<file path="config.mk">
export PLATFORM = sky130hd
export DESIGN_NAME = aim_bot
export DESIGN_NICKNAME = d
export VERILOG_FILES = /design/src/hdl/aim_pkg.sv /design/src/hdl/cam_pixel_decode.sv /design/src/hdl/pixel_combine.sv /design/src/hdl/hdmi_out.sv /design/src/hdl/frame_tick.sv /design/src/hdl/aim_bot.sv
export SDC_FILE = /design/constraint.sdc
export NUM_CORES = 1
export LEC_CHECK = 0
export ABC_AREA = 1
export CAP_MARGIN = 25
export CORE_ASPECT_RATIO = 0.9
export CORE_UTILIZATION = 37
export CTS_BUF_LIST = sky130_fd_sc_hd__clkbuf_8 sky130_fd_sc_hd__clkbuf_16
export DETAILED_ROUTE_END_ITERATION = 7
export DONT_BUFFER_PORTS = 1
export PLACE_DENSITY = 0.6
export SYNTH_ARGS = -nofsm -noshare
export SYNTH_HDL_FRONTEND = slang
export SYNTH_HIERARCHICAL = 1
export SYNTH_SLANG_ARGS = --single-unit
export TNS_END_PERCENT = 1
</file>
<file path="constraint.sdc">
create_clock -name clk -period 3.2 [get_ports clk]
set_clock_uncertainty 0.2 [all_clocks]
set_input_delay 0.48 -clock clk [delete_from_list [all_inputs] [get_ports clk]]
set_output_delay 0.48 -clock clk [all_outputs]
set_load 0.03 [all_outputs]
</file>
<file path="src/hdl/aim_pkg.sv">
package aim_pkg;

    // ======================================================================
    // plain vector types
    // ======================================================================

    typedef logic [7:0]  cam_byte_t;
    typedef logic [15:0] pix565_t;
    typedef logic [7:0]  chan8_t;
    typedef logic [11:0] line_cnt_t;

    // ======================================================================
    // bundles passed between the pixel path stages
    // ======================================================================

    // one camera after byte assembly, all fields in the clk domain.
    typedef struct packed {
        logic    frame;
        logic    frame_start;
        logic    pix_valid;
        logic    line_end;
        pix565_t pixel;
    } cam_stream_t;

    // a matched pair of pixels, one from each camera.
    typedef struct packed {
        logic    valid;
        pix565_t pixel_1;
        pix565_t pixel_2;
    } pix_pair_t;

    typedef struct packed {
        logic   de;
        logic   hsync;
        logic   vsync;
        chan8_t r;
        chan8_t g;
        chan8_t b;
    } hdmi_px_t;

    typedef enum logic [1:0] {
        HS_IDLE,
        HS_WAIT,
        HS_PULSE
    } hs_state_t;

endpackage : aim_pkg

</file>
<file path="src/hdl/cam_pixel_decode.sv">
module cam_pixel_decode
    import aim_pkg::*;
(
    input  logic        clk,
    input  logic        rst_n,
    input  logic        vsync,
    input  logic        href,
    input  logic        byte_en,
    input  cam_byte_t   data,
    output cam_stream_t stream
);

    logic      href_q;
    logic      phase;
    cam_byte_t hi_byte;

    logic      frame_q;
    logic      frame_start_q;
    logic      pix_valid_q;
    logic      line_end_q;
    pix565_t   pixel_q;

    logic      byte_strobe;
    logic      href_fall;

    assign byte_strobe = href & byte_en;
    assign href_fall   = href_q & ~href;

    // ======================================================================
    // control state
    // ======================================================================

    always_ff @(posedge clk) begin
        if (!rst_n) begin
            href_q        <= 1'b0;
            phase         <= 1'b0;
            frame_q       <= 1'b0;
            frame_start_q <= 1'b0;
            pix_valid_q   <= 1'b0;
            line_end_q    <= 1'b0;
        end else begin
            href_q        <= href;
            frame_q       <= vsync;
            frame_start_q <= vsync & ~frame_q;
            line_end_q    <= href_fall;
            pix_valid_q   <= byte_strobe & phase;

            // a line that ends on an odd byte leaves phase set, so it is
            // cleared here and the dangling byte is lost.
            if (href_fall) begin
                phase <= 1'b0;
            end else if (byte_strobe) begin
                phase <= ~phase;
            end
        end
    end

    // ======================================================================
    // byte assembly
    // ======================================================================

    always_ff @(posedge clk) begin
        if (byte_strobe && !phase) begin
            hi_byte <= data;
        end
        if (byte_strobe && phase) begin
            pixel_q <= {hi_byte, data};
        end
    end

    always_comb begin
        stream.frame       = frame_q;
        stream.frame_start = frame_start_q;
        stream.pix_valid   = pix_valid_q;
        stream.line_end    = line_end_q;
        stream.pixel       = pixel_q;
    end

endmodule : cam_pixel_decode

</file>
<file path="src/hdl/pixel_combine.sv">
module pixel_combine
    import aim_pkg::*;
#(
    parameter int FIFO_DEPTH = 8
) (
    input  logic        clk,
    input  logic        rst_n,
    input  cam_stream_t stream_1,
    input  cam_stream_t stream_2,
    output pix_pair_t   pair,
    output logic        comb_err
);

    localparam int PTR_W = $clog2(FIFO_DEPTH);

    cam_stream_t      streams   [2];
    pix565_t          mem       [2][FIFO_DEPTH];
    logic [PTR_W:0]   wr_ptr    [2];
    logic [PTR_W:0]   rd_ptr;
    line_cnt_t        line_cnt  [2];
    logic [1:0]       line_done;
    logic [1:0]       empty;
    logic [1:0]       full;
    logic [1:0]       push;
    logic [1:0]       overflow;

    logic             flush;
    logic             pop;
    logic             line_cmp;

    logic             pair_valid;
    pix565_t          pair_pix_1;
    pix565_t          pair_pix_2;

    assign streams[0] = stream_1;
    assign streams[1] = stream_2;

    // a new frame on cam1 restarts the pairing from scratch.
    assign flush    = stream_1.frame_start;
    assign pop      = ~empty[0] & ~empty[1] & ~flush;
    assign line_cmp = line_done[0] & line_done[1];

    // ======================================================================
    // per-camera buffer and line counter
    // ======================================================================

    for (genvar i = 0; i < 2; i++) begin : g_cam
        assign empty[i]    = (wr_ptr[i] == rd_ptr);
        assign full[i]     = ((wr_ptr[i] ^ rd_ptr) == {1'b1, {PTR_W{1'b0}}});
        assign push[i]     = streams[i].pix_valid & ~full[i] & ~flush;
        assign overflow[i] = streams[i].pix_valid & full[i] & ~flush;

        always_ff @(posedge clk) begin
            if (!rst_n) begin
                wr_ptr[i] <= '0;
            end else if (flush) begin
                wr_ptr[i] <= '0;
            end else if (push[i]) begin
                wr_ptr[i] <= wr_ptr[i] + 1'b1;
            end
        end

        always_ff @(posedge clk) begin
            if (push[i]) begin
                mem[i][wr_ptr[i][PTR_W-1:0]] <= streams[i].pixel;
            end
        end

        // pixels are counted as they arrive, whether or not they fit.
        always_ff @(posedge clk) begin
            if (!rst_n) begin
                line_cnt[i]  <= '0;
                line_done[i] <= 1'b0;
            end else if (flush) begin
                line_cnt[i]  <= '0;
                line_done[i] <= 1'b0;
            end else if (line_cmp) begin
                line_cnt[i]  <= streams[i].pix_valid ? line_cnt_t'(1) : '0;
                line_done[i] <= streams[i].line_end;
            end else begin
                if (streams[i].pix_valid) begin
                    line_cnt[i] <= line_cnt[i] + 1'b1;
                end
                if (streams[i].line_end) begin
                    line_done[i] <= 1'b1;
                end
            end
        end
    end

    // ======================================================================
    // pair release and error flag
    // ======================================================================

    // both buffers pop together, so one read pointer serves both.
    always_ff @(posedge clk) begin
        if (!rst_n) begin
            rd_ptr     <= '0;
            pair_valid <= 1'b0;
            comb_err   <= 1'b0;
        end else begin
            pair_valid <= pop;
            if (flush) begin
                rd_ptr <= '0;
            end else if (pop) begin
                rd_ptr <= rd_ptr + 1'b1;
            end

            if (flush) begin
                comb_err <= 1'b0;
            end else if ((|overflow) || (line_cmp && line_cnt[0] != line_cnt[1])) begin
                comb_err <= 1'b1;
            end
        end
    end

    always_ff @(posedge clk) begin
        if (pop) begin
            pair_pix_1 <= mem[0][rd_ptr[PTR_W-1:0]];
            pair_pix_2 <= mem[1][rd_ptr[PTR_W-1:0]];
        end
    end

    always_comb begin
        pair.valid   = pair_valid;
        pair.pixel_1 = pair_pix_1;
        pair.pixel_2 = pair_pix_2;
    end

endmodule : pixel_combine

</file>
<file path="src/hdl/hdmi_out.sv">
module hdmi_out
    import aim_pkg::*;
#(
    parameter int HS_AFTER = 5,
    parameter int HS_HOLD  = 5
) (
    input  logic      clk,
    input  logic      rst_n,
    input  pix_pair_t pair,
    input  logic      vsync,
    output hdmi_px_t  hdmi,
    output pix565_t   stereo_pix
);

    localparam int HS_MAX = (HS_AFTER > HS_HOLD) ? HS_AFTER : HS_HOLD;
    localparam int CNT_W  = $clog2(HS_MAX + 1);

    logic       de_q;
    logic       vsync_q;
    chan8_t     r_q;
    chan8_t     g_q;
    chan8_t     b_q;
    pix565_t    stereo_q;

    hs_state_t  hs_state;
    logic [CNT_W-1:0] hs_cnt;
    logic       de_falling;

    // ======================================================================
    // pixel and sync registers
    // ======================================================================

    always_ff @(posedge clk) begin
        if (!rst_n) begin
            de_q    <= 1'b0;
            vsync_q <= 1'b0;
        end else begin
            de_q    <= pair.valid;
            vsync_q <= vsync;
        end
    end

    // the 565 fields land in the top bits of each channel.
    always_ff @(posedge clk) begin
        r_q      <= {pair.pixel_1[15:11], 3'b000};
        g_q      <= {pair.pixel_1[10:5], 2'b00};
        b_q      <= {pair.pixel_1[4:0], 3'b000};
        stereo_q <= pair.pixel_2;
    end

    // ======================================================================
    // hsync generation
    // ======================================================================

    // de drops on the next edge when it is high now and the pair is idle.
    assign de_falling = de_q & ~pair.valid;

    always_ff @(posedge clk) begin
        if (!rst_n) begin
            hs_state <= HS_IDLE;
            hs_cnt   <= '0;
        end else begin
            case (hs_state)
                HS_IDLE: begin
                    if (de_falling) begin
                        hs_state <= HS_WAIT;
                        hs_cnt   <= CNT_W'(HS_AFTER - 1);
                    end
                end
                HS_WAIT: begin
                    if (hs_cnt == '0) begin
                        hs_state <= HS_PULSE;
                        hs_cnt   <= CNT_W'(HS_HOLD - 1);
                    end else begin
                        hs_cnt <= hs_cnt - 1'b1;
                    end
                end
                HS_PULSE: begin
                    if (hs_cnt == '0) begin
                        hs_state <= HS_IDLE;
                    end else begin
                        hs_cnt <= hs_cnt - 1'b1;
                    end
                end
                default: hs_state <= HS_IDLE;
            endcase
        end
    end

    always_comb begin
        hdmi.de    = de_q;
        hdmi.hsync = (hs_state == HS_PULSE);
        hdmi.vsync = vsync_q;
        hdmi.r     = r_q;
        hdmi.g     = g_q;
        hdmi.b     = b_q;
    end

    assign stereo_pix = stereo_q;

endmodule : hdmi_out

</file>
<file path="src/hdl/frame_tick.sv">
module frame_tick #(
    parameter int TICK_PIXELS = 1280
) (
    input  logic clk,
    input  logic rst_n,
    input  logic trig,
    output logic tick
);

    localparam int CNT_W = $clog2(TICK_PIXELS + 1);

    logic [CNT_W-1:0] cnt;
    logic             last;

    assign last = (cnt == CNT_W'(TICK_PIXELS - 1));

    // the tick follows the trigger that completes the count, and counting
    // starts over from zero.
    always_ff @(posedge clk) begin
        if (!rst_n) begin
            cnt  <= '0;
            tick <= 1'b0;
        end else begin
            tick <= trig & last;
            if (trig) begin
                if (last) begin
                    cnt <= '0;
                end else begin
                    cnt <= cnt + 1'b1;
                end
            end
        end
    end

endmodule : frame_tick

</file>
<file path="src/hdl/aim_bot.sv">
module aim_bot
    import aim_pkg::*;
#(
    parameter int FIFO_DEPTH  = 8,
    parameter int HS_AFTER    = 5,
    parameter int HS_HOLD     = 5,
    parameter int TICK_PIXELS = 1280
) (
    input  logic      clk,
    input  logic      rst_n,

    input  logic      cam1_vsync,
    input  logic      cam1_href,
    input  logic      cam1_byte_en,
    input  cam_byte_t cam1_data,

    input  logic      cam2_vsync,
    input  logic      cam2_href,
    input  logic      cam2_byte_en,
    input  cam_byte_t cam2_data,

    output hdmi_px_t  hdmi,
    output pix565_t   stereo_pix,
    output logic      comb_err,
    output logic      buf_tick
);

    cam_stream_t cam1_stream;
    cam_stream_t cam2_stream;
    pix_pair_t   comb_pair;

    cam_pixel_decode u_cam1_decode (
        .clk     (clk),
        .rst_n   (rst_n),
        .vsync   (cam1_vsync),
        .href    (cam1_href),
        .byte_en (cam1_byte_en),
        .data    (cam1_data),
        .stream  (cam1_stream)
    );

    cam_pixel_decode u_cam2_decode (
        .clk     (clk),
        .rst_n   (rst_n),
        .vsync   (cam2_vsync),
        .href    (cam2_href),
        .byte_en (cam2_byte_en),
        .data    (cam2_data),
        .stream  (cam2_stream)
    );

    pixel_combine #(
        .FIFO_DEPTH (FIFO_DEPTH)
    ) u_pixel_combine (
        .clk      (clk),
        .rst_n    (rst_n),
        .stream_1 (cam1_stream),
        .stream_2 (cam2_stream),
        .pair     (comb_pair),
        .comb_err (comb_err)
    );

    // output timing follows cam1's frame level.
    hdmi_out #(
        .HS_AFTER (HS_AFTER),
        .HS_HOLD  (HS_HOLD)
    ) u_hdmi_out (
        .clk        (clk),
        .rst_n      (rst_n),
        .pair       (comb_pair),
        .vsync      (cam1_stream.frame),
        .hdmi       (hdmi),
        .stereo_pix (stereo_pix)
    );

    frame_tick #(
        .TICK_PIXELS (TICK_PIXELS)
    ) u_buf_tick (
        .clk   (clk),
        .rst_n (rst_n),
        .trig  (comb_pair.valid),
        .tick  (buf_tick)
    );

endmodule : aim_bot

</file>
== After elaboration in Yosys (flattened, before gate mapping) ==
Memory sizes are Yosys's and may differ from the RTL's.
Index checks and enable logic that the tools add are counted.
Widths: inputs -> output; s select.
Operators by class
  eq/ne operators: 12
  order comparisons: 5
  bitwise gates (word level): 47
  muxes and demuxes: 63
  add/sub/neg operators: 7
  reductions and logical operators: 21
Operators with widths (number)
  $mux 128: 2
  $bmux 16 s3: 2
  $demux 16 s3: 2
  $mux 16: 6
  $mux 12: 6
  $mux 1: 32
  $add 12x1->12 const B: 2
  $and 1x1->1: 20
  $mux 4: 4
  $add 4x1->4 const B: 3
  $ge 4x4->1 const B: 3
  $ne 12x12->1: 1
  $not 1->1: 12
  $not 3->4: 3
  $add 11x1->11 const B: 1
  $eq 11x11->1 const B: 1
  $mux 11: 1
  $or 1x1->1: 10
  $mux 3: 3
  $pmux 3 s3: 1
  $eq 4x4->1: 2
  $eq 4x4->1 const B: 2
  $lt 4x1->1 const B: 2
  $reduce_or 2->1: 4
  16 further kinds: 30
Word-level totals
  input bits: 24
  RAM bits: 288
  register bits after elaboration: 149
  logic and storage cells: 189
  memories kept: 3
Memory list
  u_pixel_combine.mem: words 2, bits a word 128, read ports 2, clocked after memory_dff 0, wr ports 2, RTL line pixel_combine.sv:17  | pix565_t mem [2][FIFO_DEPTH];
  u_pixel_combine.line_cnt: words 2, bits a word 12, read ports 2, clocked after memory_dff 0, wr ports 2, RTL line pixel_combine.sv:20  | line_cnt_t line_cnt [2];
  u_pixel_combine.wr_ptr: words 2, bits a word 4, read ports 2, clocked after memory_dff 0, wr ports 2, RTL line pixel_combine.sv:18  | logic [PTR_W:0] wr_ptr [2];

== Logic depth before layout (Yosys ltp) ==
An unclocked memory read counts as a cell.
  word-level depth: 11
  mapped depth: 10
  depth with buffers taken out: 10

== Modules after synthesis ==
The synthesis kept the hierarchy.
Modules (own cells, without submodules)
  pixel_combine: area each 13259.0 um^2, cells each 1101, times used 1
  cam_pixel_decode: area each 945.9 um^2, cells each 53, times used 2
  hdmi_out: area each 1196.1 um^2, cells each 116, times used 1
  frame_tick: area each 564.3 um^2, cells each 75, times used 1

== Worst setup path before layout ==
No wires, ideal clock.
  kind: reg2reg
  from: memory u_pixel_combine/wr_ptr[1][1] (netlist bit)
  to: memory u_pixel_combine/mem[0][128] (netlist bit), enable pin
  period minus slack after synthesis: 2.630 ns
  arrival: 2.020 ns
  stages on the path, launching flop included: 8
  slack: 0.570 ns
  path buffers: 0
  path through: edfxtp_1 > inv_1 > nand2_1 > nand2_1 > nor2_4 > nand2_1 > nand2_1 > nor3_1
RTL lines (RTL line)
  start: declaration: pixel_combine.sv:18
  end: declaration: pixel_combine.sv:17

==> impl_metrics.ini <==
[clocking]
cts.htree.levels = 2
root_buffer = clkbuf_16
cts-buffers-inserted = 45
cts_num_sinks = 437
cts_tree = done
clk_pin_slew_ns = 0.06
ctsResizeCount = 0
clock_latency_ns = 0.57
post_cts_buffers = 0
cts_max_path_buffers = 3

[worst_hold_path]
hold_path_depth = 0
hold_path.class = reg2reg

[grt]
grt_pass1_vias = 9921
antenna_found_initial = 1
gr-total-overflow = 0
grt_max_degree = 68
grt_pass1_wl_mm = 53.9
grt.total_usage_pct = 15.1

[synth]
syn_inst = 1391
synth_warnings = 6
netlist_area_um2 = 16800
syn_avg_cell_area_um2 = 12.1

[timing]
hold_violations = 0
fmax_mhz = 356
worst_slew_pin_slew_ns = 0.940
slew_headroom_pct = 37.1
period_needed_ns = 2.81
tns_ns = 0
finalSetupViolations = 0
grt_setup_unrepaired = no
finalCritPeriodShare_pct = 87.8
slew_viol_final = 0

[routing]
wl_per_cell_um = 16.4
dr.pass1.iters = 4
drtAntennaViolNets = 0
drt_iter0_drc = 773
wl_mm = 33.9
vias_per_cell = 4.79
via_count = 9886
drc = 0

[worst_setup_path]
path_cells = inv_1 -> nand2_1 -> nand2_1 -> a21oi_2 -> nand2_1 -> nand2_1 -> nor2_1 -> nand2_1 -> nor2_1 -> buf_4
path_common_cell = nand2_1
cp.arrival_ns = 2.88
required_ns = 3.27
reg2reg_depth = 10
critPathMaxFanout = 9
slowest_stage = nor2_1
crit_type = reg2reg
worst_setup_path_start_kind = register
cp_slowest_stage_delay_ns = 0.73
critPathCaptureType = register

[die]
core_um2 = 44600
die_w_um = 227
fp-row-count = 73
io_pins = 69
dieArea_um2 = 46400
die_h_um = 204
start_util_pct = 37.8

[layout]
fin_nets = 1466
drive_gt1_share_pct = 8.74
syn2layout_area_growth_pct = 14.2
fin_util_pct = 43.2
layout_common_cells = 368 x edfxtp_1, 250 x nand2_1, 220 x nor2_1
fillCellCount = 4118
finalNonFillerCells = 2066
fin_area_um2 = 19200
layout_commonest_cell = edfxtp_1

[placed_design]
io_buffers = 0
dpl_cell_area_um2 = 17500
dp_hpwl_mm = 19.1
post-place-cells = 1958
place_congestion = 0.748

[outcome]
status = complete, no violations

[power]
peakVddDrop_mv = 0.381
power.density_nw_per_um2 = 697
power_leakage_uw = 0.00693
finalPower_uw = 13400

[run]
drv_cap = 0
## power by group
part | total, µW | internal [µW] | switching (µW)
registers | 6860 | 6490 | 372
logic | 1310 | 400 | 910
clock network | 5250 | 3020 | 2230
## sequential cells by signal, summed over array words and instances (netlist names), 2 cells and up
register / cells
u_pixel_combine/pair_pix_1: 16
u_pixel_combine/pair_pix_2: 16
u_pixel_combine/wr_ptr: 8
u_hdmi_out/g_q: 6
u_hdmi_out/r_q: 5
u_hdmi_out/hs_state: 2
u_pixel_combine/rd_ptr: 4
u_cam2_decode/hi_byte: 8
u_hdmi_out/hs_cnt: 3
u_buf_tick/cnt: 11
u_cam2_decode/pixel_q: 16
u_pixel_combine/line_cnt: 24
u_cam1_decode/pixel_q: 16
u_cam1_decode/hi_byte: 8
u_hdmi_out/b_q: 5
u_pixel_combine/line_done: 2
u_pixel_combine/mem: 256
u_hdmi_out/stereo_pix: 16
## path summary, 6_finish.rpt
check             slack (ns)                     startpoint                         end
setup / recovery        0.39   u_pixel_combine/wr_ptr[0][0]  u_pixel_combine/mem[0][48]
hold / removal          0.13  u_pixel_combine/pair_pix_2[0]    u_hdmi_out/stereo_pix[0]
hold reg to reg         0.13  u_pixel_combine/pair_pix_2[0]    u_hdmi_out/stereo_pix[0]
setup reg to reg        0.39   u_pixel_combine/wr_ptr[0][0]  u_pixel_combine/mem[0][48]
## repair_timing
item,in CTS,in global routing
hold endpoints to repair,62,0
setup endpoints to repair,0,0
hold buffers,24,0
## per-layer routing
layer,up-vias,track usage [%],part of all wire (%)
met4,0,5.38,2.4
li1,4886,-,-
met2,177,23.8,46
met3,61,3.13,4.8
met5,-,0,0
met1,4762,20.5,47
## through the flow
step | hold WS [ns] | setup slack [ns]
after detailed placement | 0.127 | 0.357
after floorplan | 0.123 | 0.570
after CTS | 0.129 | 0.349
after global placement | 0.126 | 0.414
final | 0.134 | 0.391
after global routing | 0.132 | 0.0650
## worst max-delay path, delay by kind of cell (launching register included)
kind,cells,cell delay [ns]
and+or+nand+nor,7,1.35
buffers and inverters,2,0.47
DFF,1,0.46
AOI/OAI and AO/OA,1,0.04
## layout make-up
type / instances / area (µm²) / share of cell area (%)
Clock buffer: 49 / 1210 / 6.31
Antenna cell: 1 / 2.50 / 0.0130
Clock inverter: 34 / 289 / 1.50
Multi-Input combinational cell: 802 / 3750 / 19.5
Timing Repair Buffer: 50 / 448 / 2.33
Tap cell: 600 / 751 / 3.90
Inverter: 93 / 350 / 1.82
Sequential cell: 437 / 12400 / 64.6
(Power assumes the default switching activity.)
